===== src/shared_fifo_cfg_pkg.sv =====
// Size, latency and credit constants of the shared multi-FIFO buffer
`default_nettype none

package shared_fifo_cfg_pkg;

  // Logical FIFOs and physical banks
  localparam int NUM_FIFOS = 2;
  localparam int NUM_BANKS = 2;

  // Every FIFO owns a fixed region of FIFO_DEPTH entries
  localparam int FIFO_DEPTH = 8;
  localparam int RAM_ENTRIES = NUM_FIFOS * FIFO_DEPTH;

  // A flat address is {row, bank}, so the lowest bit picks the bank
  localparam int ROW_WIDTH = 3;
  localparam int BANK_ID_WIDTH = $clog2(NUM_BANKS);
  localparam int ADDR_WIDTH = ROW_WIDTH + BANK_ID_WIDTH;

  localparam int DATA_WIDTH = 16;

  // Cycles from a granted bank read to its data
  localparam int RAM_READ_LATENCY = 1;

  // Words a consumer may have in flight per FIFO after reset
  localparam int POP_CREDITS = 2;

  localparam int FIFO_ID_WIDTH = $clog2(NUM_FIFOS);

  // Counter widths for pointers, occupancy and pop credits
  localparam int PTR_WIDTH = $clog2(FIFO_DEPTH);
  localparam int OCC_WIDTH = $clog2(FIFO_DEPTH + 1);
  localparam int CREDIT_WIDTH = $clog2(POP_CREDITS + 1);

endpackage

`default_nettype wire


===== src/shared_fifo_types_pkg.sv =====
// FIFO id type and the RAM address union with its flat and split views
`default_nettype none

package shared_fifo_types_pkg;

  import shared_fifo_cfg_pkg::*;

  typedef logic [FIFO_ID_WIDTH-1:0] fifo_id_t;

  // Row inside a bank and the bank that holds the entry
  typedef struct packed {
    logic [ROW_WIDTH-1:0]     row;
    logic [BANK_ID_WIDTH-1:0] bank;
  } ram_addr_split_t;

  // The control logic builds the flat word as region base plus pointer,
  // while the crossbar and the banks read it as row and bank
  typedef union packed {
    logic [ADDR_WIDTH-1:0] flat;
    ram_addr_split_t       split;
  } ram_addr_u;

endpackage

`default_nettype wire


===== src/shared_fifo_ifs.sv =====
// Interfaces fifo_rd_if and bank_rd_if with their modports
`timescale 1ns/1ps
`default_nettype none

// One FIFO's head-read request and its returned data
interface fifo_rd_if
  import shared_fifo_cfg_pkg::*, shared_fifo_types_pkg::*;
();
  logic                  req_valid;
  logic                  req_ready;
  ram_addr_u             req_addr;
  logic                  data_valid;
  logic [DATA_WIDTH-1:0] data;

  modport ctrl (output req_valid, output req_addr,
                input req_ready, input data_valid, input data);

  modport xbar (input req_valid, input req_addr,
                output req_ready, output data_valid, output data);
endinterface

// Read port of one RAM bank
interface bank_rd_if
  import shared_fifo_cfg_pkg::*;
();
  logic                  rd_valid;
  logic [ROW_WIDTH-1:0]  rd_row;
  logic                  data_valid;
  logic [DATA_WIDTH-1:0] data;

  modport xbar (output rd_valid, output rd_row,
                input data_valid, input data);

  modport bank (input rd_valid, input rd_row,
                output data_valid, output data);
endinterface

`default_nettype wire


===== src/shared_fifo_ram_bank.sv =====
// Single RAM bank with a write port and a registered read port
`timescale 1ns/1ps
`default_nettype none

module shared_fifo_ram_bank
  import shared_fifo_cfg_pkg::*;
(
  input  wire logic                  clk,
  input  wire logic                  rst_n,
  input  wire logic                  wr_en,
  input  wire logic [ROW_WIDTH-1:0]  wr_row,
  input  wire logic [DATA_WIDTH-1:0] wr_data,
  bank_rd_if.bank                    rd
);

  // Each bank holds its share of the whole RAM
  logic [DATA_WIDTH-1:0] mem [RAM_ENTRIES/NUM_BANKS];

  always_ff @(posedge clk) begin
    if (wr_en) begin
      mem[wr_row] <= wr_data;
    end
  end

  always_ff @(posedge clk) begin
    if (rd.rd_valid) begin
      rd.data <= mem[rd.rd_row];
    end
  end

  // Data valid follows each read request by one cycle
  always_ff @(posedge clk) begin
    if (!rst_n) begin
      rd.data_valid <= 1'b0;
    end else begin
      rd.data_valid <= rd.rd_valid;
    end
  end

endmodule

`default_nettype wire


===== src/shared_fifo_read_xbar.sv =====
// Read crossbar with per-bank round-robin arbitration and data return routing
`timescale 1ns/1ps
`default_nettype none

module shared_fifo_read_xbar
  import shared_fifo_cfg_pkg::*, shared_fifo_types_pkg::*;
(
  input  wire logic clk,
  input  wire logic rst_n,
  fifo_rd_if.xbar   fifo_rd [NUM_FIFOS],
  bank_rd_if.xbar   bank_rd [NUM_BANKS]
);

  logic [NUM_FIFOS-1:0]                 req_valid;
  ram_addr_u                            req_addr  [NUM_FIFOS];
  logic [NUM_FIFOS-1:0]                 req_ready;
  logic [NUM_FIFOS-1:0]                 rsp_valid;
  logic [NUM_FIFOS-1:0][DATA_WIDTH-1:0] rsp_data;

  logic [NUM_BANKS-1:0][NUM_FIFOS-1:0]  grant;
  logic [NUM_BANKS-1:0]                 bank_dv;
  logic [NUM_BANKS-1:0][DATA_WIDTH-1:0] bank_data;
  fifo_id_t                             resp_id   [NUM_BANKS];

  // Flatten the interface arrays so they can be indexed by a variable
  for (genvar f = 0; f < NUM_FIFOS; f++) begin : gen_fifo_port
    assign req_valid[f]          = fifo_rd[f].req_valid;
    assign req_addr[f]           = fifo_rd[f].req_addr;
    assign fifo_rd[f].req_ready  = req_ready[f];
    assign fifo_rd[f].data_valid = rsp_valid[f];
    assign fifo_rd[f].data       = rsp_data[f];
  end

  for (genvar b = 0; b < NUM_BANKS; b++) begin : gen_bank
    logic [NUM_FIFOS-1:0] want;
    fifo_id_t             winner;
    fifo_id_t             rr_ptr;
    fifo_id_t             id_pipe [RAM_READ_LATENCY];

    for (genvar f = 0; f < NUM_FIFOS; f++) begin : gen_want
      assign want[f] = req_valid[f] && (req_addr[f].split.bank == BANK_ID_WIDTH'(b));
    end

    // Search from the round-robin pointer for the first requester
    always_comb begin
      fifo_id_t idx;
      logic     found;
      found  = 1'b0;
      winner = rr_ptr;
      for (int k = 0; k < NUM_FIFOS; k++) begin
        idx = rr_ptr + fifo_id_t'(k);
        if (!found && want[idx]) begin
          found  = 1'b1;
          winner = idx;
        end
      end
    end

    assign grant[b] = (|want) ? (NUM_FIFOS'(1) << winner) : '0;

    // Priority moves to the FIFO after the last winner
    always_ff @(posedge clk) begin
      if (!rst_n) begin
        rr_ptr <= '0;
      end else if (|want) begin
        rr_ptr <= winner + fifo_id_t'(1);
      end
    end

    assign bank_rd[b].rd_valid = |want;
    assign bank_rd[b].rd_row   = req_addr[winner].split.row;

    // Remember who asked until the bank answers
    always_ff @(posedge clk) begin
      id_pipe[0] <= winner;
      for (int s = 1; s < RAM_READ_LATENCY; s++) begin
        id_pipe[s] <= id_pipe[s-1];
      end
    end

    assign resp_id[b]   = id_pipe[RAM_READ_LATENCY-1];
    assign bank_dv[b]   = bank_rd[b].data_valid;
    assign bank_data[b] = bank_rd[b].data;
  end

  // A FIFO has one request per cycle, so at most one bank answers it
  always_comb begin
    for (int f = 0; f < NUM_FIFOS; f++) begin
      req_ready[f] = 1'b0;
      rsp_valid[f] = 1'b0;
      rsp_data[f]  = '0;
      for (int b = 0; b < NUM_BANKS; b++) begin
        req_ready[f] = req_ready[f] | grant[b][f];
        if (bank_dv[b] && (resp_id[b] == fifo_id_t'(f))) begin
          rsp_valid[f] = 1'b1;
          rsp_data[f]  = bank_data[b];
        end
      end
    end
  end

endmodule

`default_nettype wire


===== src/shared_fifo_ctrl.sv =====
// FIFO control with pointers, occupancy, pop credits, write steering and read requests
`timescale 1ns/1ps
`default_nettype none

module shared_fifo_ctrl
  import shared_fifo_cfg_pkg::*, shared_fifo_types_pkg::*;
(
  input  wire logic                                  clk,
  input  wire logic                                  rst_n,
  input  wire logic                                  push_valid,
  input  wire fifo_id_t                              push_fifo,
  input  wire logic [DATA_WIDTH-1:0]                 push_data,
  output logic [NUM_FIFOS-1:0]                       push_credit,
  output logic [NUM_FIFOS-1:0]                       pop_valid,
  output logic [NUM_FIFOS-1:0][DATA_WIDTH-1:0]       pop_data,
  input  wire logic [NUM_FIFOS-1:0]                  pop_credit,
  output logic [NUM_BANKS-1:0]                       wr_en,
  output logic [NUM_BANKS-1:0][ROW_WIDTH-1:0]        wr_row,
  output logic [DATA_WIDTH-1:0]                      wr_data,
  fifo_rd_if.ctrl                                    rd [NUM_FIFOS]
);

  logic [PTR_WIDTH-1:0]    head_ptr [NUM_FIFOS];
  logic [PTR_WIDTH-1:0]    tail_ptr [NUM_FIFOS];
  logic [OCC_WIDTH-1:0]    occ      [NUM_FIFOS];
  logic [CREDIT_WIDTH-1:0] credits  [NUM_FIFOS];

  ram_addr_u wr_addr;

  // First flat address of the region that a FIFO owns
  function automatic logic [ADDR_WIDTH-1:0] region_base(input fifo_id_t id);
    return ADDR_WIDTH'(id) * ADDR_WIDTH'(FIFO_DEPTH);
  endfunction

  // The tail entry of the target FIFO selects the bank to write
  assign wr_addr.flat = region_base(push_fifo) + ADDR_WIDTH'(tail_ptr[push_fifo]);
  assign wr_data      = push_data;

  for (genvar b = 0; b < NUM_BANKS; b++) begin : gen_wr_bank
    assign wr_en[b]  = push_valid && (wr_addr.split.bank == BANK_ID_WIDTH'(b));
    assign wr_row[b] = wr_addr.split.row;
  end

  for (genvar f = 0; f < NUM_FIFOS; f++) begin : gen_fifo
    logic      push_here;
    logic      grant;
    logic      credit_ret;
    ram_addr_u head_addr;

    assign push_here = push_valid && (push_fifo == fifo_id_t'(f));
    assign grant     = rd[f].req_valid && rd[f].req_ready;

    // A FIFO asks for its head only when a consumer slot is open
    assign head_addr.flat  = region_base(fifo_id_t'(f)) + ADDR_WIDTH'(head_ptr[f]);
    assign rd[f].req_valid = (occ[f] != '0) && (credits[f] != '0);
    assign rd[f].req_addr  = head_addr;

    always_ff @(posedge clk) begin
      if (!rst_n) begin
        head_ptr[f] <= '0;
        tail_ptr[f] <= '0;
        occ[f]      <= '0;
        credits[f]  <= CREDIT_WIDTH'(POP_CREDITS);
        credit_ret  <= 1'b0;
      end else begin
        if (push_here) begin
          tail_ptr[f] <= tail_ptr[f] + 1'b1;
        end
        if (grant) begin
          head_ptr[f] <= head_ptr[f] + 1'b1;
        end
        occ[f]     <= occ[f] + OCC_WIDTH'(push_here) - OCC_WIDTH'(grant);
        credits[f] <= credits[f] + CREDIT_WIDTH'(pop_credit[f]) - CREDIT_WIDTH'(grant);
        // The entry is free once its read has been granted
        credit_ret <= grant;
      end
    end

    assign push_credit[f] = credit_ret;

    // Returned words go straight out, in request order
    assign pop_valid[f] = rd[f].data_valid;
    assign pop_data[f]  = rd[f].data;
  end

endmodule

`default_nettype wire


===== src/shared_fifo_top.sv =====
// Top level of the shared multi-FIFO buffer with control, crossbar and RAM banks
`timescale 1ns/1ps
`default_nettype none

module shared_fifo_top
  import shared_fifo_cfg_pkg::*, shared_fifo_types_pkg::*;
(
  input  wire logic                            clk,
  input  wire logic                            rst_n,
  input  wire logic                            push_valid,
  input  wire fifo_id_t                        push_fifo,
  input  wire logic [DATA_WIDTH-1:0]           push_data,
  output logic [NUM_FIFOS-1:0]                 push_credit,
  output logic [NUM_FIFOS-1:0]                 pop_valid,
  output logic [NUM_FIFOS-1:0][DATA_WIDTH-1:0] pop_data,
  input  wire logic [NUM_FIFOS-1:0]            pop_credit
);

  logic [NUM_BANKS-1:0]                wr_en;
  logic [NUM_BANKS-1:0][ROW_WIDTH-1:0] wr_row;
  logic [DATA_WIDTH-1:0]               wr_data;

  fifo_rd_if fifo_rd [NUM_FIFOS] ();
  bank_rd_if bank_rd [NUM_BANKS] ();

  shared_fifo_ctrl u_ctrl (
    .clk         (clk),
    .rst_n       (rst_n),
    .push_valid  (push_valid),
    .push_fifo   (push_fifo),
    .push_data   (push_data),
    .push_credit (push_credit),
    .pop_valid   (pop_valid),
    .pop_data    (pop_data),
    .pop_credit  (pop_credit),
    .wr_en       (wr_en),
    .wr_row      (wr_row),
    .wr_data     (wr_data),
    .rd          (fifo_rd)
  );

  shared_fifo_read_xbar u_read_xbar (
    .clk     (clk),
    .rst_n   (rst_n),
    .fifo_rd (fifo_rd),
    .bank_rd (bank_rd)
  );

  // Even flat addresses live in bank 0 and odd ones in bank 1
  for (genvar b = 0; b < NUM_BANKS; b++) begin : gen_bank
    shared_fifo_ram_bank u_ram_bank (
      .clk     (clk),
      .rst_n   (rst_n),
      .wr_en   (wr_en[b]),
      .wr_row  (wr_row[b]),
      .wr_data (wr_data),
      .rd      (bank_rd[b])
    );
  end

endmodule

`default_nettype wire


===== config.mk =====
export PLATFORM = sky130hd
export DESIGN_NAME = shared_fifo_top
export DESIGN_NICKNAME = d
export VERILOG_FILES = /design/src/shared_fifo_cfg_pkg.sv /design/src/shared_fifo_types_pkg.sv /design/src/shared_fifo_ifs.sv /design/src/shared_fifo_ram_bank.sv /design/src/shared_fifo_read_xbar.sv /design/src/shared_fifo_ctrl.sv /design/src/shared_fifo_top.sv
export SDC_FILE = /design/constraint.sdc
export NUM_CORES = 1
export LEC_CHECK = 0
export BUFFER_PORTS_ARGS = -buffer_cell sky130_fd_sc_hd__buf_2
export CAP_MARGIN = 10
export CORE_MARGIN = 1.5
export CORE_UTILIZATION = 60
export CTS_CLUSTER_DIAMETER = 100
export DETAILED_ROUTE_END_ITERATION = 12
export MAX_ROUTING_LAYER = met4
export PLACE_DENSITY = 0.78
export SYNTH_ARGS = -nofsm -noshare
export SYNTH_HDL_FRONTEND = slang
export SYNTH_SLANG_ARGS = --single-unit
export TNS_END_PERCENT = 100

===== constraint.sdc =====
create_clock -name clk -period 6.8 [get_ports clk]
set_input_delay 0.68 -clock clk [delete_from_list [all_inputs] [get_ports clk]]
set_output_delay 0.68 -clock clk [all_outputs]
set_load 0.01 [all_outputs]

# [Word-level counts from Yosys, hierarchy flattened]
# Memory sizes are Yosys's and may differ from the RTL's. A register that Yosys moved wholly into a read port is not among the register bits.
# Cells that the tools add are included.
[word_totals] out_inout_bits=36 ram_bits=282 mem_count=8 inputBits=22 ff_bits=6 word_cells=138
[mem_list] name="gen_bank[0].u_ram_bank.mem" words=8 width=16 read_ports=1 rd_ports_with_merged_regs=1 wr=1 line="shared_fifo_ram_bank.sv:17" text="logic [DATA_WIDTH-1:0] mem [RAM_ENTRIES/NUM_BANKS];"
[mem_list] name="gen_bank[1].u_ram_bank.mem" words=8 width=16 read_ports=1 rd_ports_with_merged_regs=1 wr=1 line="shared_fifo_ram_bank.sv:17"
[mem_list] name="u_ctrl.occ" words=2 width=4 read_ports=2 rd_ports_with_merged_regs=0 wr=2 line="shared_fifo_ctrl.sv:25" text="logic [OCC_WIDTH-1:0] occ [NUM_FIFOS];"
[mem_list] name="u_ctrl.head_ptr" words=2 width=3 read_ports=2 rd_ports_with_merged_regs=0 wr=2 line="shared_fifo_ctrl.sv:23" text="logic [PTR_WIDTH-1:0] head_ptr [NUM_FIFOS];"
[mem_list] name="u_ctrl.tail_ptr" words=2 width=3 read_ports=3 rd_ports_with_merged_regs=0 wr=2 line="shared_fifo_ctrl.sv:24" text="logic [PTR_WIDTH-1:0] tail_ptr [NUM_FIFOS];"
[mem_list] name="u_ctrl.credits" words=2 width=2 read_ports=2 rd_ports_with_merged_regs=0 wr=2 line="shared_fifo_ctrl.sv:26" text="logic [CREDIT_WIDTH-1:0] credits [NUM_FIFOS];"
[mem_list] name="+2 memories"
[classes] n_mux=54 n_lt_le_gt_ge=6 bitwise=18 add_sub_neg=18 reduce_logical=26 shifts=2
[op_table] op="$mux W16" n=4
[op_table] op="$mux W1" n=34
[op_table] op="$mux W4" n=8
[op_table] op="$logic_and A1 B1 Y1" n=18
[op_table] op="$add A3 B1 Y3 const B" n=4
[op_table] op="$mux W3" n=4
[op_table] op="$or A1 B1 Y1" n=10
[op_table] op="$add A4 B1 Y4" n=2
[op_table] op="$lt A1 B2 Y1 const B" n=4
[op_table] op="$mux W2" n=4
[op_table] op="$reduce_bool A4 Y1" n=2
[op_table] op="$sub A4 B1 Y4" n=2
[op_table] op="$not A1 Y1" n=6
[op_table] op="$add A1 B1 Y1 const B" n=4
[op_table] op="$add A2 B1 Y2" n=2
[op_table] op="$add A4 B3 Y4" n=1
[op_table] op="$add A4 B3 Y4 const A" n=1
[op_table] op="$ge A2 B2 Y1 const B" n=2
[op_table] op="$not A1 Y2" n=2
[op_table] op="$reduce_bool A2 Y1" n=2
[op_table] op="$reduce_or A2 Y1" n=2
[op_table] op="$shl A1 B1 Y2 const A" n=2
[op_table] op="$sub A2 B1 Y2" n=2
[op_table] op="$logic_not A1 Y1" n=2

# [Longest topological paths before layout]
# Gate-level depths: netlist of the first run.
# An unclocked memory read counts as a cell.
[depth] word_depth=18 ltp_mapped=15 ltp_nobuf=13

# [Hierarchy]
# From an unflattened synthesis of the first run, not the netlist that was laid out.
[unflattened] cells_unflattened=703 hier_area_um2=13513.0
[modules_own_cells] mod="shared_fifo_ram_bank" n_inst=2 cells_each=216 area_each_um2=5480.3
[modules_own_cells] mod="shared_fifo_ctrl" n_inst=1 cells_each=191 area_each_um2=1874.3
[modules_own_cells] mod="shared_fifo_read_xbar" n_inst=1 cells_each=80 area_each_um2=678.2

# [Least setup slack after synthesis of the first run]
# OpenSTA, ideal clock, no wires.
[synth_path] path_type="flip-flop to flip-flop" from="mem u_ctrl.occ[0][2] (netlist name)" to="mem u_ctrl.occ[0][2] (netlist name)" t_required_ns=6.672 setup_time_ns=0.128 stages_incl_launch_ff=16 n_path_buf=2 setup_slack_ns=4.009 arrival_ns=2.663 cell_sequence="dfxtp_1 inv_1 ha_1 nor3b_1 or3_1 buf_2 clkbuf_1 a21oi_1 a21o_1 ha_1 inv_1 ha_1 inv_1 fa_1 xor2_1 nor2_1"
[synth_lines] element="from (decl)" line="shared_fifo_ctrl.sv:25"

==> metrics.cfg, run 1 <==
[status]
outcome=completed

[setup_path]
cp_data_arrival_time_ns=3.84
rr_worst_depth=8
required_ns=7.05
path_max_fanout=16
timing.rr.end=gen_bank[0].u_ram_bank.rd.data[1]$_DFFE_PN_
criticalPathCategory=reg -> reg
cp-start-kind=register
ff2ff_setup_slack_ns=3.21
crit_path_end_kind=register
regToRegStartpoint=u_ctrl.occ[1][2]$_SDFF_PN0_

[detailed_routing]
firstDrtPassIters=5
drt_wl_total_mm=32.6
vias=9046
drcViolationCount=0
drtIter0Drc=933
vias_per_cell=6.58
detail-route-antenna-nets=0
wire_per_inst_um=23.7

[floorplanning]
die-area_um2=24400
dieWidth_um=156
rows=55
initial_core_util_pct=61.7
fp.dieH_um=156
core_region_area_um2=22800
io_pins=58

[clock_network]
cts_sinks=320
clock_latency_ns=0.55
cts_htree_levels=1
cts_tree=built
ctsResizeCount=0
clockBufferDepth=3
cts_made_buffers=30
cts_root_buffer=clkbuf_16
cts.clk_slew.worst_paths_ns=0.07
cts_hold_buf=0
cts_setup_buffers=0

[global_route]
grt_overflow=0
antenna_found_initial=0
grt_pass1_vias=8824
grt_pass1_wl_mm=49.9
grt_max_degree=56
track_usage_pct=28.0

[pwr]
leakagePower_nw=5.52
power_density_nw_per_um2=447
peakVddDrop_mv=0.399

[place]
post-place-cells=1317
dp_hpwl_mm=20.1
gp_congestion=0.823
port_buffers=57

[layout]
instances_no_fill=1374
n_antenna_cell=0
drive_above_1_share_pct=18.6
multi_input_area_um2=4200
areaGrowthSynthToFinish_pct=11.0
regArea_um2=9410
fill_cells=1540
fin_nets=1079

[synth]
synth_edf_count=300
ys.flop_type=edfxtp_1
seq_area_frac_synth_pct=66.7
yosysTopAreaCell=edfxtp_1
netlist_area_um2=14100
avgSynthCellArea_um2=14.2
synth-seq-cells=320
synth_top_area_share_pct=63.9
synth_common_cells=edfxtp_1 (300), nor2_1 (50), a31oi_1 (49), nand2_1 (49), clkbuf_1 (48)
synthTopCellsByArea=edfxtp_1 (64%), dfxtp_1 (2.8%), mux2_2 (2.4%)
ys_types=63
syn-num-nets=1038
async_reset_ff_share_pct=0
yosysWarnings=0
synth_cells=996
yosysMostFrequentCell=edfxtp_1

[hold_path]
min_path_cells=2
hold_path.class=in -> reg
hold_end=u_ctrl.credits[0][1]$_SDFF_PN1_
hold_start=rst_n

[job]
max_cap_violations=0

[sta]
drv_slew=0
worst_slew_pin_slew_ns=1.29
setup_viol=0
period_share_pct=52.7
relSlewSlack_pct=13.1
finalCriticalPeriod_ns=3.59
rsz0062_at_grt=false
finalHoldViolCount=0
skew_ns=0.0119
fmax_mhz=279
setup_tns_ns=0

worst max path at each step:
stage                                           start                                            to  slack, ns  cells past startpoint
after CTS                 u_ctrl.occ[1][2]$_SDFF_PN0_   gen_bank[0].u_ram_bank.rd.data[7]$_DFFE_PN_       2.97                      9
after detailed placement  u_ctrl.occ[1][2]$_SDFF_PN0_   gen_bank[0].u_ram_bank.rd.data[1]$_DFFE_PN_       3.04                      9
final                     u_ctrl.occ[1][2]$_SDFF_PN0_   gen_bank[0].u_ram_bank.rd.data[1]$_DFFE_PN_       3.21                      8
after global placement    u_ctrl.occ[1][2]$_SDFF_PN0_  gen_bank[0].u_ram_bank.rd.data[10]$_DFFE_PN_       3.20                      9
after global routing      u_ctrl.occ[1][2]$_SDFF_PN0_   gen_bank[0].u_ram_bank.rd.data[1]$_DFFE_PN_       3.09                      9
after floorplan           u_ctrl.occ[0][2]$_SDFF_PN0_                   u_ctrl.occ[0][2]$_SDFF_PN0_       4.01                     15
state kept, by name, indices dropped and copies added, names as in the netlist:
register	cells
gen_bank.u_ram_bank.mem	256
gen_bank.u_ram_bank.rd.data	32
u_ctrl.occ	8
u_ctrl.head_ptr	6
u_ctrl.tail_ptr	6
u_ctrl.credits	4
gen_bank.u_ram_bank.rd.data_valid	2
u_ctrl.gen_fifo.credit_ret	2
u_read_xbar.gen_bank.id_pipe	2
u_read_xbar.gen_bank.rr_ptr	2
placed cells by master, fill, tap and decap left out, types with 17 or more instances in the layout:
master,count
a21oi_1,29
o211ai_1,29
buf_2,57
mux2_2,30
inv_1,40
mux2i_1,32
dfxtp_1,20
clkbuf_16,31
nor3_1,22
a221oi_1,30
nand2_1,49
buf_4,29
o21a_1,17
ha_1,18
a22o_1,32
nor2_1,50
a31oi_1,49
edfxtp_1,300
power by group:
group | internal, mW | switching, mW | leakage, nW
clock | 0.925 | 0.703 | 0.467
sequential | 2.48 | 0.185 | 2.92
combinational | 0.987 | 1.72 | 2.14
total | 4.39 | 2.61 | 5.53
critical path, cell delays in order, from the launching register on:
cell and delay [ns]:
dfxtp_1 0.31, inv_1 0.06, ha_1 0.20, nor3b_2 0.19, or3_1 0.49, o21ai_1 1.03
a31oi_1 0.19, o41ai_1 0.62, o211ai_1 0.20
stage by stage:
stage	hold WS [ns]	util [%]	area (µm²)	setup slack, ns	power (mW)
2_1_floorplan	0.505	-	14100	4.01	4.66
3_3_place_gp	0.530	64.1	14700	3.20	5.25
3_5_place_dp	0.548	64.1	14700	3.04	5.35
4_1_cts	0.422	68.4	15600	2.97	6.97
5_1_grt	0.438	68.5	15600	3.09	7.34
6_report	0.440	68.5	15600	3.21	7.00
logic make-up after synthesis:
| kind of cell | after synthesis | synth area share (%) |
|---|---|---|
| flops | 320 | 66.7 |
| compound gates | 261 | 14.4 |
| simple gates | 197 | 7.28 |
| buf+inv | 119 | 3.70 |
| mux | 65 | 5.09 |
| fa+ha+maj | 22 | 2.06 |
| xor+xnor | 12 | 0.745 |
layer usage:
layer / GRT usage [%] / vias to the layer above / share of wire (%)
met2: 44.6 / 524 / 48
met1: 38.4 / 4456 / 41
li1: - / 4007 / -
met5: - / - / 0
met3: 3.43 / 59 / 8.9
met4: 8.57 / 0 / 2.0
cell type report:
cell class / instances / share of cell area [%]
sequential: 320 / 60.1
multi-input combinational: 557 / 26.8
clock buffer: 40 / 5.49
timing repair buffer: 87 / 3.31
tap: 313 / 2.50
inverter: 41 / 1.00
clock inverter: 16 / 0.744
(Power assumes the default switching activity.)
==> inputs of run 2 (changes only) <==
--- a/config.mk
+++ b/config.mk
@@ -5,6 +5,7 @@
 export SDC_FILE = /design/constraint.sdc
 export NUM_CORES = 1
 export LEC_CHECK = 0
+export ABC_AREA = 1
 export BUFFER_PORTS_ARGS = -buffer_cell sky130_fd_sc_hd__buf_2
 export CAP_MARGIN = 10
 export CORE_MARGIN = 1.5
==> constraint.sdc (replaced) <==
create_clock -name clk -period 3.7 [get_ports clk]
set_input_delay 0.37 -clock clk [delete_from_list [all_inputs] [get_ports clk]]
set_output_delay 0.37 -clock clk [all_outputs]
set_load 0.01 [all_outputs]
==> metrics.cfg, run 2 <==
[status]
outcome=completed

[detailed_routing]
drcViolationCount=0
drt_wl_total_mm=35.0
firstDrtPassIters=8
vias=10500
drtIter0Drc=985
vias_per_cell=5.59
wire_per_inst_um=18.7
detail-route-antenna-nets=0

[synth]
synth_cells=1460
yosysWarnings=0
netlist_area_um2=14700
synth_edf_count=300
avgSynthCellArea_um2=10.0
seq_area_frac_synth_pct=64.1
syn-num-nets=1502
ys.flop_type=edfxtp_1
async_reset_ff_share_pct=0
ys_types=30
yosysMostFrequentCell=inv_1
synthTopCellsByArea=edfxtp_1 (61%), nand3_1 (10%), inv_1 (8.4%)
synth-seq-cells=320
synth_top_area_share_pct=61.4
yosysTopAreaCell=edfxtp_1
synth_common_cells=inv_1 (330), edfxtp_1 (300), nand3_1 (300)

[place]
dp_hpwl_mm=20.9
placed_area_um2=15200
dp_slack_ns=0.763
port_buffers=57
gp_congestion=0.871
post-place-cells=1807

[hold_path]
hold_start=pop_credit[1]
hold_path.class=in -> reg
min_path_cells=4
hold_end=u_ctrl.credits[1][0]$_SDFF_PN0_

[clock_network]
ctsResizeCount=0
cts_root_buffer=clkbuf_16
cts_setup_buffers=0
clock_latency_ns=0.51
cts_htree_levels=2
cts_sinks=320
cts_made_buffers=34
clockBufferDepth=3
cts.clk_slew.worst_paths_ns=0.06
cts_hold_buf=0
cts_tree=built

[sta]
setup_tns_ns=0
relSlewSlack_pct=29.7
rsz0062_at_grt=false
setup_viol=0
skew_ns=0.0195
drv_slew=0
finalCriticalPeriod_ns=3.02
period_share_pct=81.7
finalHoldViolCount=0
hold_slack_ns=0.188
fmax_mhz=331
worst_slew_pin_slew_ns=1.05
setup_slack_ns=0.676

[global_route]
antenna_found_initial=1
grt_pass1_wl_mm=54.7
grt_pass1_vias=10400
track_usage_pct=29.0
grt_max_degree=49
grt_overflow=0

[setup_path]
rr_worst_depth=15
criticalPathCategory=reg -> reg
ff2ff_setup_slack_ns=0.68
cp_data_arrival_time_ns=3.28
cp-start-kind=register
crit_path_end_kind=register
required_ns=3.95
regToRegStartpoint=u_ctrl.occ[1][2]$_SDFF_PN0_
timing.rr.end=gen_bank[0].u_ram_bank.rd.data[11]$_DFFE_PN_
path_max_fanout=32

[layout]
drive_above_1_share_pct=11.9
areaGrowthSynthToFinish_pct=12.1
fin_nets=1561
top_regs=gen_bank.u_ram_bank.mem x256, gen_bank.u_ram_bank.rd.data x32, u_ctrl.occ x8
instances_no_fill=1868
fin_area_um2=16400
layout_commonest_cell=inv_1
finish.utilization_pct=68.0
layout_common_cells=inv_1 (330), nand3_1 (300), edfxtp_1 (300)
largest_reg_flops=256
top_register=gen_bank.u_ram_bank.mem

[job]
max_cap_violations=0

[floorplanning]
core_region_area_um2=24200
fp.dieH_um=159
io_pins=58
rows=57
initial_core_util_pct=60.7
dieWidth_um=159
die-area_um2=25400

[pwr]
leakagePower_nw=7.53
power_mw=15.2
peakVddDrop_mv=0.683
power_density_nw_per_um2=922

==> run 2: logic make-up (layout without fill, tap and decap cells) <==
| kind of cell | after synthesis | after routing | synth area share [%] |
|---|---|---|---|
| and+or+nand+nor | 660 | 660 | 20.2 |
| buffers and inverters | 404 | 487 | 11.3 |
| DFF | 320 | 320 | 64.1 |
| AOI/OAI and AO/OA | 47 | 47 | 2.01 |
| adders and majority gates | 20 | 20 | 1.81 |
| xor gates and xnor gates | 8 | 8 | 0.477 |
| muxes | 1 | 1 | 0.0682 |
| other | 0 | 1 | 0 |
==> run 2: how the worst max path moves through the flow <==
stage | start | to | slack, ns | depth (start not counted)
3_5_place_dp | u_ctrl.occ[0][2]$_SDFF_PN0_ | u_ctrl.occ[0][2]$_SDFF_PN0_ | 0.76 | 16
5_1_grt | u_ctrl.occ[0][2]$_SDFF_PN0_ | u_ctrl.occ[0][2]$_SDFF_PN0_ | 0.45 | 16
2_1_floorplan | u_ctrl.occ[1][2]$_SDFF_PN0_ | u_ctrl.occ[1][2]$_SDFF_PN0_ | 1.09 | 14
6_report | u_ctrl.occ[1][2]$_SDFF_PN0_ | gen_bank[0].u_ram_bank.rd.data[11]$_DFFE_PN_ | 0.68 | 15
3_3_place_gp | u_ctrl.occ[0][2]$_SDFF_PN0_ | u_ctrl.occ[0][2]$_SDFF_PN0_ | 0.82 | 16
4_1_cts | u_ctrl.occ[1][2]$_SDFF_PN0_ | u_ctrl.occ[0][2]$_SDFF_PN0_ | 0.73 | 17
==> run 2: per-layer routing <==
metal  track usage, %  vias up  part of all wire, %
li1                 -     4851                    -
met1             35.5     4999                   38
met2             48.4      501                   50
met3             4.27      100                  8.2
met4             12.1        0                  3.5
met5                -        -                    0
==> run 2: cell type report <==
cell class / instances / area (µm²)
clock inverter: 19 / 272
fill: 1689 / 7730
sequential: 320 / 9410
inverter: 335 / 1260
multi-input combinational: 736 / 3630
timing repair buffer: 92 / 548
clock buffer: 41 / 918
antenna: 1 / 2.50
tap: 324 / 405
==> run 2: power breakdown <==
part           internal, mW  total [mW]  switching [mW]
Combinational          1.97        6.74            4.76
Sequential             4.60        4.79           0.190
Clock                  2.26        3.63            1.37
Total                  8.83        15.2            6.32
==> run 2: worst max-delay path, cell delays in order (launching register included) <==
cell	delay, ns
dfxtp_1	0.31
inv_1	0.07
ha_1	0.21
nand2_2	0.11
nand3_2	0.09
nand2_1	0.08
nand2_2	0.08
nand2_4	0.30
nand2_2	0.53
nand2_1	0.23
buf_4	0.29
nand2_1	0.08
nand3_1	0.10
nand2_1	0.08
nand2_1	0.08
nand2_1	0.10
